### src/common/nocParams.svh
`ifndef NOC_PARAMS_SVH
`define NOC_PARAMS_SVH

// ~~~~~~~~~~~~~~~~~~~~
// Router geometry

`define NOC_PORTS 5
`define NOC_BUF_DEPTH 4

// Position of this router in the mesh.
`define NOC_ROUTER_X 1
`define NOC_ROUTER_Y 1

// ~~~~~~~~~~~~~~~~~~~~
// Flit fields

`define NOC_COORD_W 2
`define NOC_LEN_W 12
`define NOC_BODY_W 21

`endif

### src/common/nocPkg.sv
`default_nettype none

`include "nocParams.svh"

package nocPkg;

  typedef enum logic [2:0] {
    kindIdle = 3'd0,
    kindHead = 3'd1,
    kindBody = 3'd2,
    kindTail = 3'd3
  } flitKind_t;

  // Doubles as output route and array index.
  typedef enum logic [2:0] {
    portLocal = 3'd0,
    portNorth = 3'd1,
    portEast  = 3'd2,
    portWest  = 3'd3,
    portSouth = 3'd4
  } portIdx_t;

  localparam int spareW = `NOC_BODY_W - 2 * `NOC_COORD_W - `NOC_LEN_W;

  typedef struct packed {
    logic [spareW-1:0]       spare;
    logic [`NOC_COORD_W-1:0] destX;
    logic [`NOC_COORD_W-1:0] destY;
    logic [`NOC_LEN_W-1:0]   length;   // Flits in packet, head included.
  } headInfo_t;

  typedef union packed {
    headInfo_t              head;
    logic [`NOC_BODY_W-1:0] data;
  } flitBody_t;

  typedef struct packed {
    flitKind_t kind;
    flitBody_t body;
  } flit_t;

endpackage

`default_nettype wire

### src/common/flitLink.sv
`timescale 1ns/1ps
`default_nettype none

`include "nocParams.svh"

interface flitLink import nocPkg::*; ();

  logic [`NOC_PORTS-1:0] req;       // One-hot over the outputs.
  flit_t                 headFlit;  // Flit at the FIFO head.
  logic                  isHead;

  // Each output port drives its own bit.
  wire  [`NOC_PORTS-1:0] grant;

  modport buffer (
    output req,
    output headFlit,
    output isHead,
    input  grant
  );

  modport port (
    input  req,
    input  headFlit,
    input  isHead,
    output grant
  );

endinterface

`default_nettype wire

### src/arbiter/outputArbiter.sv
`timescale 1ns/1ps
`default_nettype none

`include "nocParams.svh"

module outputArbiter import nocPkg::*; (
  input  logic                  clk,
  input  logic                  rst,
  input  logic [`NOC_PORTS-1:0] req,
  input  flit_t [`NOC_PORTS-1:0] headFlit,
  input  logic [`NOC_PORTS-1:0] isHead,
  input  logic                  sent,
  output logic [`NOC_PORTS-1:0] grant
);

  localparam int numPorts = `NOC_PORTS;
  localparam int stateW = numPorts + 1;
  localparam logic [stateW-1:0] idleState = stateW'(1);

  // Bit 0 is idle, bit i+1 means input i holds the output.
  logic [stateW-1:0]   state;
  logic [stateW-1:0]   nextState;
  logic [numPorts-1:0] timesUp;
  logic [numPorts-1:0] load;
  logic [numPorts-1:0] advance;

  assign grant = state[stateW-1:1];

  // ~~~~~~~~~~~~~~~~~~~~
  // Packet timers

  for (genvar i = 0; i < numPorts; i++)
  begin : gTimer
    assign load[i] = grant[i] && req[i] && isHead[i];
    assign advance[i] = grant[i] && sent;

    packetTimer timer_i (
      .clk      (clk),
      .rst      (rst),
      .headFlit (headFlit[i]),
      .load     (load[i]),
      .advance  (advance[i]),
      .timesUp  (timesUp[i])
    );
  end

  // ~~~~~~~~~~~~~~~~~~~~
  // Grant FSM

  always_comb
  begin
    int   start;
    logic hold;
    logic found;
    start = 0;
    hold = 1'b0;
    found = 1'b0;
    nextState = idleState;
    for (int k = 0; k < numPorts; k++)
    begin
      if (state[k + 1])
      begin
        start = (k + 1) % numPorts;   // Search resumes after the current owner.
        hold = req[k] && !timesUp[k];
      end
    end
    if (hold)
      nextState = state;
    else
    begin
      for (int k = 0; k < numPorts; k++)
      begin
        if (!found && req[(start + k) % numPorts])
        begin
          nextState = stateW'(1) << ((start + k) % numPorts + 1);
          found = 1'b1;
        end
      end
    end
  end

  always_ff @(posedge clk)
  begin
    if (rst)
      state <= idleState;
    else
      state <= nextState;
  end

endmodule

`default_nettype wire

### src/arbiter/packetTimer.sv
`timescale 1ns/1ps
`default_nettype none

`include "nocParams.svh"

module packetTimer import nocPkg::*; (
  input  logic  clk,
  input  logic  rst,
  input  flit_t headFlit,
  input  logic  load,
  input  logic  advance,
  output logic  timesUp
);

  localparam int lenW = `NOC_LEN_W;

  logic [lenW-1:0] pktLength;
  logic [lenW-1:0] count;
  logic [lenW-1:0] nextLength;
  logic [lenW-1:0] nextCount;

  // A flit sent on the load cycle is the head, so it already counts.
  assign nextLength = load ? headFlit.body.head.length : pktLength;
  assign nextCount = load ? lenW'(advance) : count + lenW'(advance);

  // Raised on the cycle the last flit goes out.
  assign timesUp = (nextCount == nextLength);

  always_ff @(posedge clk)
  begin
    if (rst)
    begin
      pktLength <= '0;
      count <= '0;
    end
    else
    begin
      pktLength <= nextLength;
      count <= nextCount;
    end
  end

endmodule

`default_nettype wire

### src/source/inputBuffer.sv
`timescale 1ns/1ps
`default_nettype none

`include "nocParams.svh"

module inputBuffer import nocPkg::*; (
  input  logic   clk,
  input  logic   rst,
  input  logic   inValid,
  input  flit_t  inFlit,
  output logic   inCredit,
  flitLink.buffer link
);

  localparam int depth = `NOC_BUF_DEPTH;
  localparam int ptrW = $clog2(depth);
  localparam int coordW = `NOC_COORD_W;
  localparam logic [coordW-1:0] hereX = coordW'(`NOC_ROUTER_X);
  localparam logic [coordW-1:0] hereY = coordW'(`NOC_ROUTER_Y);

  flit_t           mem [depth];
  logic [ptrW-1:0] wrPtr;
  logic [ptrW-1:0] rdPtr;
  logic [ptrW:0]   count;
  logic            empty;
  logic            pop;
  flit_t           frontFlit;
  logic            frontIsHead;
  portIdx_t        route;
  portIdx_t        routeReg;

  // X first, then Y. Larger Y lies to the north.
  function automatic portIdx_t xyRoute(input flit_t f);
    portIdx_t r;
    if (f.body.head.destX > hereX)
      r = portEast;
    else if (f.body.head.destX < hereX)
      r = portWest;
    else if (f.body.head.destY > hereY)
      r = portNorth;
    else if (f.body.head.destY < hereY)
      r = portSouth;
    else
      r = portLocal;
    return r;
  endfunction

  // ~~~~~~~~~~~~~~~~~~~~
  // FIFO

  assign empty = (count == '0);
  assign pop = |link.grant;   // Grant only comes with a request, so never empty.
  assign frontFlit = mem[rdPtr];

  always_ff @(posedge clk)
  begin
    if (inValid)
      mem[wrPtr] <= inFlit;
  end

  always_ff @(posedge clk)
  begin
    if (rst)
    begin
      wrPtr <= '0;
      rdPtr <= '0;
      count <= '0;
    end
    else
    begin
      if (inValid)
        wrPtr <= (wrPtr == ptrW'(depth - 1)) ? '0 : wrPtr + 1'b1;
      if (pop)
        rdPtr <= (rdPtr == ptrW'(depth - 1)) ? '0 : rdPtr + 1'b1;
      if (inValid && !pop)
        count <= count + 1'b1;
      else if (!inValid && pop)
        count <= count - 1'b1;
    end
  end

  // ~~~~~~~~~~~~~~~~~~~~
  // Routing and credit return

  assign frontIsHead = !empty && (frontFlit.kind == kindHead);
  assign route = frontIsHead ? xyRoute(frontFlit) : routeReg;   // Body flits follow the head.

  always_ff @(posedge clk)
  begin
    if (rst)
    begin
      routeReg <= portLocal;
      inCredit <= 1'b0;
    end
    else
    begin
      if (pop && frontIsHead)
        routeReg <= route;
      inCredit <= pop;   // One slot freed per pop.
    end
  end

  assign link.req = empty ? '0 : (`NOC_PORTS'(1) << route);
  assign link.headFlit = frontFlit;
  assign link.isHead = frontIsHead;

endmodule

`default_nettype wire

### src/source/meshRouter.sv
`timescale 1ns/1ps
`default_nettype none

`include "nocParams.svh"

module meshRouter import nocPkg::*; (
  input  logic                   clk,
  input  logic                   rst,

  // From upstream neighbours, indexed by portIdx_t.
  input  logic [`NOC_PORTS-1:0]  inValid,
  input  flit_t [`NOC_PORTS-1:0] inFlit,
  output logic [`NOC_PORTS-1:0]  inCredit,

  // To downstream neighbours.
  output logic [`NOC_PORTS-1:0]  outValid,
  output flit_t [`NOC_PORTS-1:0] outFlit,
  input  logic [`NOC_PORTS-1:0]  outCredit
);

  localparam int numPorts = `NOC_PORTS;

  flitLink links [numPorts] ();

  // ~~~~~~~~~~~~~~~~~~~~
  // Input side

  for (genvar d = 0; d < numPorts; d++)
  begin : gInput
    inputBuffer inBuf_i (
      .clk      (clk),
      .rst      (rst),
      .inValid  (inValid[d]),
      .inFlit   (inFlit[d]),
      .inCredit (inCredit[d]),
      .link     (links[d])
    );
  end

  // ~~~~~~~~~~~~~~~~~~~~
  // Output side

  for (genvar d = 0; d < numPorts; d++)
  begin : gOutput
    outputPort #(
      .outIndex (d)
    ) outPort_i (
      .clk       (clk),
      .rst       (rst),
      .links     (links),
      .outValid  (outValid[d]),
      .outFlit   (outFlit[d]),
      .outCredit (outCredit[d])
    );
  end

endmodule

`default_nettype wire

### src/source/outputPort.sv
`timescale 1ns/1ps
`default_nettype none

`include "nocParams.svh"

module outputPort import nocPkg::*; #(
  parameter int outIndex = 0
) (
  input  logic  clk,
  input  logic  rst,
  flitLink.port links [`NOC_PORTS],
  output logic  outValid,
  output flit_t outFlit,
  input  logic  outCredit
);

  localparam int numPorts = `NOC_PORTS;
  localparam int creditW = $clog2(`NOC_BUF_DEPTH + 1);

  logic [numPorts-1:0]  req;
  logic [numPorts-1:0]  isHead;
  flit_t [numPorts-1:0] headFlit;
  logic [numPorts-1:0]  arbGrant;
  logic [numPorts-1:0]  grantGated;
  logic [creditW-1:0]   credit;
  logic                 creditOk;
  logic                 sent;
  flit_t                sendFlit;

  // This output's column of every input link.
  for (genvar i = 0; i < numPorts; i++)
  begin : gLink
    assign req[i] = links[i].req[outIndex];
    assign isHead[i] = links[i].isHead;
    assign headFlit[i] = links[i].headFlit;
    assign links[i].grant[outIndex] = grantGated[i];
  end

  outputArbiter arb_i (
    .clk      (clk),
    .rst      (rst),
    .req      (req),
    .headFlit (headFlit),
    .isHead   (isHead),
    .sent     (sent),
    .grant    (arbGrant)
  );

  // No credit stalls the packet but keeps the grant.
  assign creditOk = (credit != '0);
  assign grantGated = arbGrant & req & {numPorts{creditOk}};
  assign sent = |grantGated;

  always_comb
  begin
    sendFlit = '0;
    for (int i = 0; i < numPorts; i++)
    begin
      if (grantGated[i])
        sendFlit = headFlit[i];
    end
  end

  // ~~~~~~~~~~~~~~~~~~~~
  // Credits and output register

  always_ff @(posedge clk)
  begin
    if (rst)
      credit <= creditW'(`NOC_BUF_DEPTH);
    else if (sent && !outCredit)
      credit <= credit - 1'b1;
    else if (!sent && outCredit)
      credit <= credit + 1'b1;
  end

  always_ff @(posedge clk)
  begin
    if (rst)
      outValid <= 1'b0;
    else
      outValid <= sent;
  end

  always_ff @(posedge clk)
  begin
    if (sent)
      outFlit <= sendFlit;
  end

endmodule

`default_nettype wire
### config.mk
export PLATFORM = sky130hd
export DESIGN_NAME = meshRouter
export DESIGN_NICKNAME = d
export VERILOG_FILES = /design/src/common/nocPkg.sv /design/src/common/flitLink.sv /design/src/arbiter/outputArbiter.sv /design/src/arbiter/packetTimer.sv /design/src/source/inputBuffer.sv /design/src/source/meshRouter.sv /design/src/source/outputPort.sv
export VERILOG_INCLUDE_DIRS = /design/src /design/src/common
export SDC_FILE = /design/constraint.sdc
export NUM_CORES = 2
export LEC_CHECK = 0
export BUFFER_PORTS_ARGS = -buffer_cell sky130_fd_sc_hd__buf_2
export CAP_MARGIN = 20
export CORE_MARGIN = 2
export CORE_UTILIZATION = 53
export CTS_CLUSTER_DIAMETER = 80
export CTS_CLUSTER_SIZE = 16
export DETAILED_ROUTE_END_ITERATION = 8
export PLACE_DENSITY = 0.71
export SLEW_MARGIN = 30
export SYNTH_ARGS = -nofsm -noshare
export SYNTH_HDL_FRONTEND = slang
export SYNTH_SLANG_ARGS = --single-unit
### constraint.sdc
create_clock -name clk -period 6.9 [get_ports clk]
set_input_delay 1.035 -clock clk [delete_from_list [all_inputs] [get_ports clk]]
set_output_delay 1.035 -clock clk [all_outputs]
set_load 0.02 [all_outputs]
==> impl_metrics.json <==
{
  "port-buffer-count": 261,
  "fp.dieW_um": 371,
  "worstSetupPathType": "reg2reg",
  "pin_count": 262,
  "clk_latency_ns": 0.75,
  "fin_nets": 7910,
  "relSlewSlack_pct": 26.2,
  "syn_area_sq_um": 71200,
  "tritoncts": "done",
  "cp-start-kind": "register",
  "min_path_type": "reg2reg",
  "hold_violations": 0,
  "rows": 134,
  "ys.flop_type": "dfxtp_1",
  "synth.top_cells.by_area": "edfxtp_1, dfxtp_1, nor2_1",
  "path_max_fanout": 8,
  "vias_per_cell": 6.32,
  "fillers": 11500,
  "final.setup.tns_ns": 0,
  "avgSynthCellArea_sq_um": 9.66,
  "yosys_warnings": 0,
  "core_area_sq_um": 133000,
  "p_per_area_nw_per_um2": 278,
  "yosysTopAreaCell": "edfxtp_1",
  "ys_ff_latch": 1310,
  "grt_usage_pct": 34.5,
  "rsz0062_at_grt": "no",
  "cts.sinks": 1310,
  "synth_edf_count": 600,
  "htree_levels": 3,
  "drc": 0,
  "yosys-top-cells-count": "nor2_1, dfxtp_1, edfxtp_1",
  "grt_max_degree": 162,
  "syn_inst": 7371,
  "setup_viol": 0,
  "multi_input_area_sq_um": 36500,
  "dr.pass1.iters": 8,
  "syn_to_final_growth_pct": 10.0,
  "die_area_sq_um": 137000,
  "p_leak_uw": 0.0286,
  "instances_no_fill": 9406,
  "syn-num-nets": 7713,
  "regToRegSetupSlack_ns": 0.28,
  "seq_area_sq_um": 32200,
  "dieHeight_um": 371,
  "yosysUniqueCellTypes": 109,
  "cts_buffers": 97,
  "initial_core_util_pct": 53.4,
  "fin_skew_ns": 0.0334,
  "slew_violations": 0,
  "hpwlAfterDp_um": 175000,
  "grt_pass1_vias": 56000,
  "async_flop_share_pct": 0,
  "clk_pin_slew_ns": 0.07,
  "ctsLongestPathBuffers": 3,
  "antenna_found_initial": 24,
  "end_kind": "register",
  "max_freq_ghz": 0.151,
  "gp_congestion": 0.994,
  "cp.arrival_ns": 7.19,
  "drt_iter0_markers": 7723,
  "min_period_ns": 6.62,
  "vias": 59500,
  "ys_seq_area_share_pct": 45.3,
  "ir_drop_v": 0.000247,
  "cp.required_ns": 7.47,
  "tightest_slew_ns": 1.10,
  "hold_buffers": 0,
  "cap_violations": 0,
  "drt_wl_total_um": 243000,
  "grt_overflow": 0,
  "grt_pass1_wl_um": 355000,
  "post-route-period-util_pct": 95.9,
  "synth_most_common_cell": "nor2_1",
  "drive_gt1_share_pct": 12.4,
  "cts-root-buf": "clkbuf_16",
  "ant_nets": 0,
  "wl_per_cell_um": 25.8,
  "yosysTopAreaCellShare_pct": 25.3,
  "outcome": "finished clean",
  "place_inst": 9235
}
-- logic make-up after synthesis --
group,after synthesis,synth area share (%)
adder cells (fa/ha/maj),210,3.80
AO/OA/AOI/OAI,1405,12.9
AND/OR/NAND/NOR,2739,18.5
multiplexers,374,7.46
XOR/XNOR,635,8.25
flip-flops,1310,45.3
buffers and inverters,698,3.83
-- critical path: stages (launching register included) --
cell	delay, ns
dfxtp_2	0.41
mux4_2	0.61
or3b_1	0.45
buf_4	0.21
mux2i_2	0.29
o22ai_2	0.16
nor4b_4	0.41
buf_4	0.17
buf_4	0.17
nor2_1	0.06
ha_1	0.23
ha_1	0.23
and4_1	0.25
nand2_1	0.17
o32ai_1	0.10
a211o_1	0.27
or4_1	0.48
or4_1	0.64
o2111ai_1	0.17
o2111ai_2	0.19
or2_4	0.33
a2111oi_2	0.34
a211oi_1	0.09
-- final cells by class --
cell class / instances / area share (%)
multi-input cells: 5363 / 46.6
flip-flops and latches: 1310 / 41.1
repair buffers: 564 / 4.63
clock buffers: 143 / 3.37
well taps: 1768 / 2.82
inverters: 232 / 1.11
clock inverters: 16 / 0.303
diodes: 10 / 0.0319
-- per-stage QoR --
step	power [uW]	hold slack, ns	utilization, %	instance area, sq um	worst slack (ns)
after detailed placement	16100	0.458	56.4	75300	0.163
after global routing	22700	0.483	58.7	78300	0.0248
final	21800	0.468	58.7	78300	0.281
after CTS	21600	0.465	58.6	78200	0.100
after floorplan	13500	0.437	-	71200	0.187
after global placement	16100	0.452	56.4	75300	0.307
-- state kept, by name (all words and copies together) (netlist names), named ones only --
signal and flops:
gInput.inBuf_i.count 15, gInput.inBuf_i.inCredit 5, gInput.inBuf_i.mem 480, gInput.inBuf_i.rdPtr 10, gInput.inBuf_i.routeReg 15, gInput.inBuf_i.wrPtr 10
gOutput.outPort_i.arb_i.gTimer.timer_i.count 300, gOutput.outPort_i.arb_i.gTimer.timer_i.pktLength 300, gOutput.outPort_i.arb_i.state 25, gOutput.outPort_i.credit 15, gOutput.outPort_i.outFlit 120, gOutput.outPort_i.outValid 5
-- what timing repair did --
item / CTS / global route
resized for setup: 0 / 17
setup buffers: 0 / 2
endpoints found under the setup margin: 0 / 13
-- report_power, final --
part	leakage, uW	switching (uW)	total, uW	internal [uW]
registers	0.0112	211	8670	8450
clock network	0.00138	2840	5540	2690
logic	0.0160	5030	7580	2550
-- path summary, 6_finish.rpt --
check | startpoint | to | depth (start not counted)
hold reg to reg | register | register | 2
setup reg to reg | register | gOutput[1].outPort_i.arb_i.state[1] | 22
hold / removal | register | register | 2
setup / recovery | register | gOutput[1].outPort_i.arb_i.state[1] | 22
-- cell usage in the layout, fill, tap and decap left out, drive strengths merged, types with 23 or more instances in the layout --
| cell | instances |
|---|---|
| nor4 | 74 |
| mux4 | 121 |
| and2 | 60 |
| or2 | 36 |
| nor2 | 951 |
| nand2b | 56 |
| o21ai | 230 |
| ha | 200 |
| or4 | 30 |
| clkbuf | 143 |
| a21oi | 495 |
| a211oi | 92 |
| xnor2 | 345 |
| nor2b | 59 |
| nand3 | 240 |
| nand4 | 91 |
| o22ai | 28 |
| or3 | 46 |
| nand3b | 23 |
| nor3 | 249 |
| a221oi | 92 |
| nand2 | 599 |
| edfxtp | 600 |
| and3 | 76 |
| mux2i | 232 |
| and4 | 30 |
| o211ai | 53 |
| nor3b | 42 |
| nor4b | 30 |
| inv | 235 |
| dfxtp | 710 |
| buf | 564 |
| a31oi | 49 |
| xor2 | 268 |
| a22oi | 58 |
-- routing by layer --
| metal | global-route usage (%) | vias to the layer above | share of wire (%) |
|---|---|---|---|
| li1 | - | 27100 | - |
| met1 | 45.6 | 28700 | 39 |
| met2 | 52.0 | 3061 | 44 |
| met3 | 8.36 | 675 | 11 |
| met4 | 19.1 | 18 | 6.2 |
| met5 | 0.594 | - | 0.078 |
(Power assumes the default switching activity.)
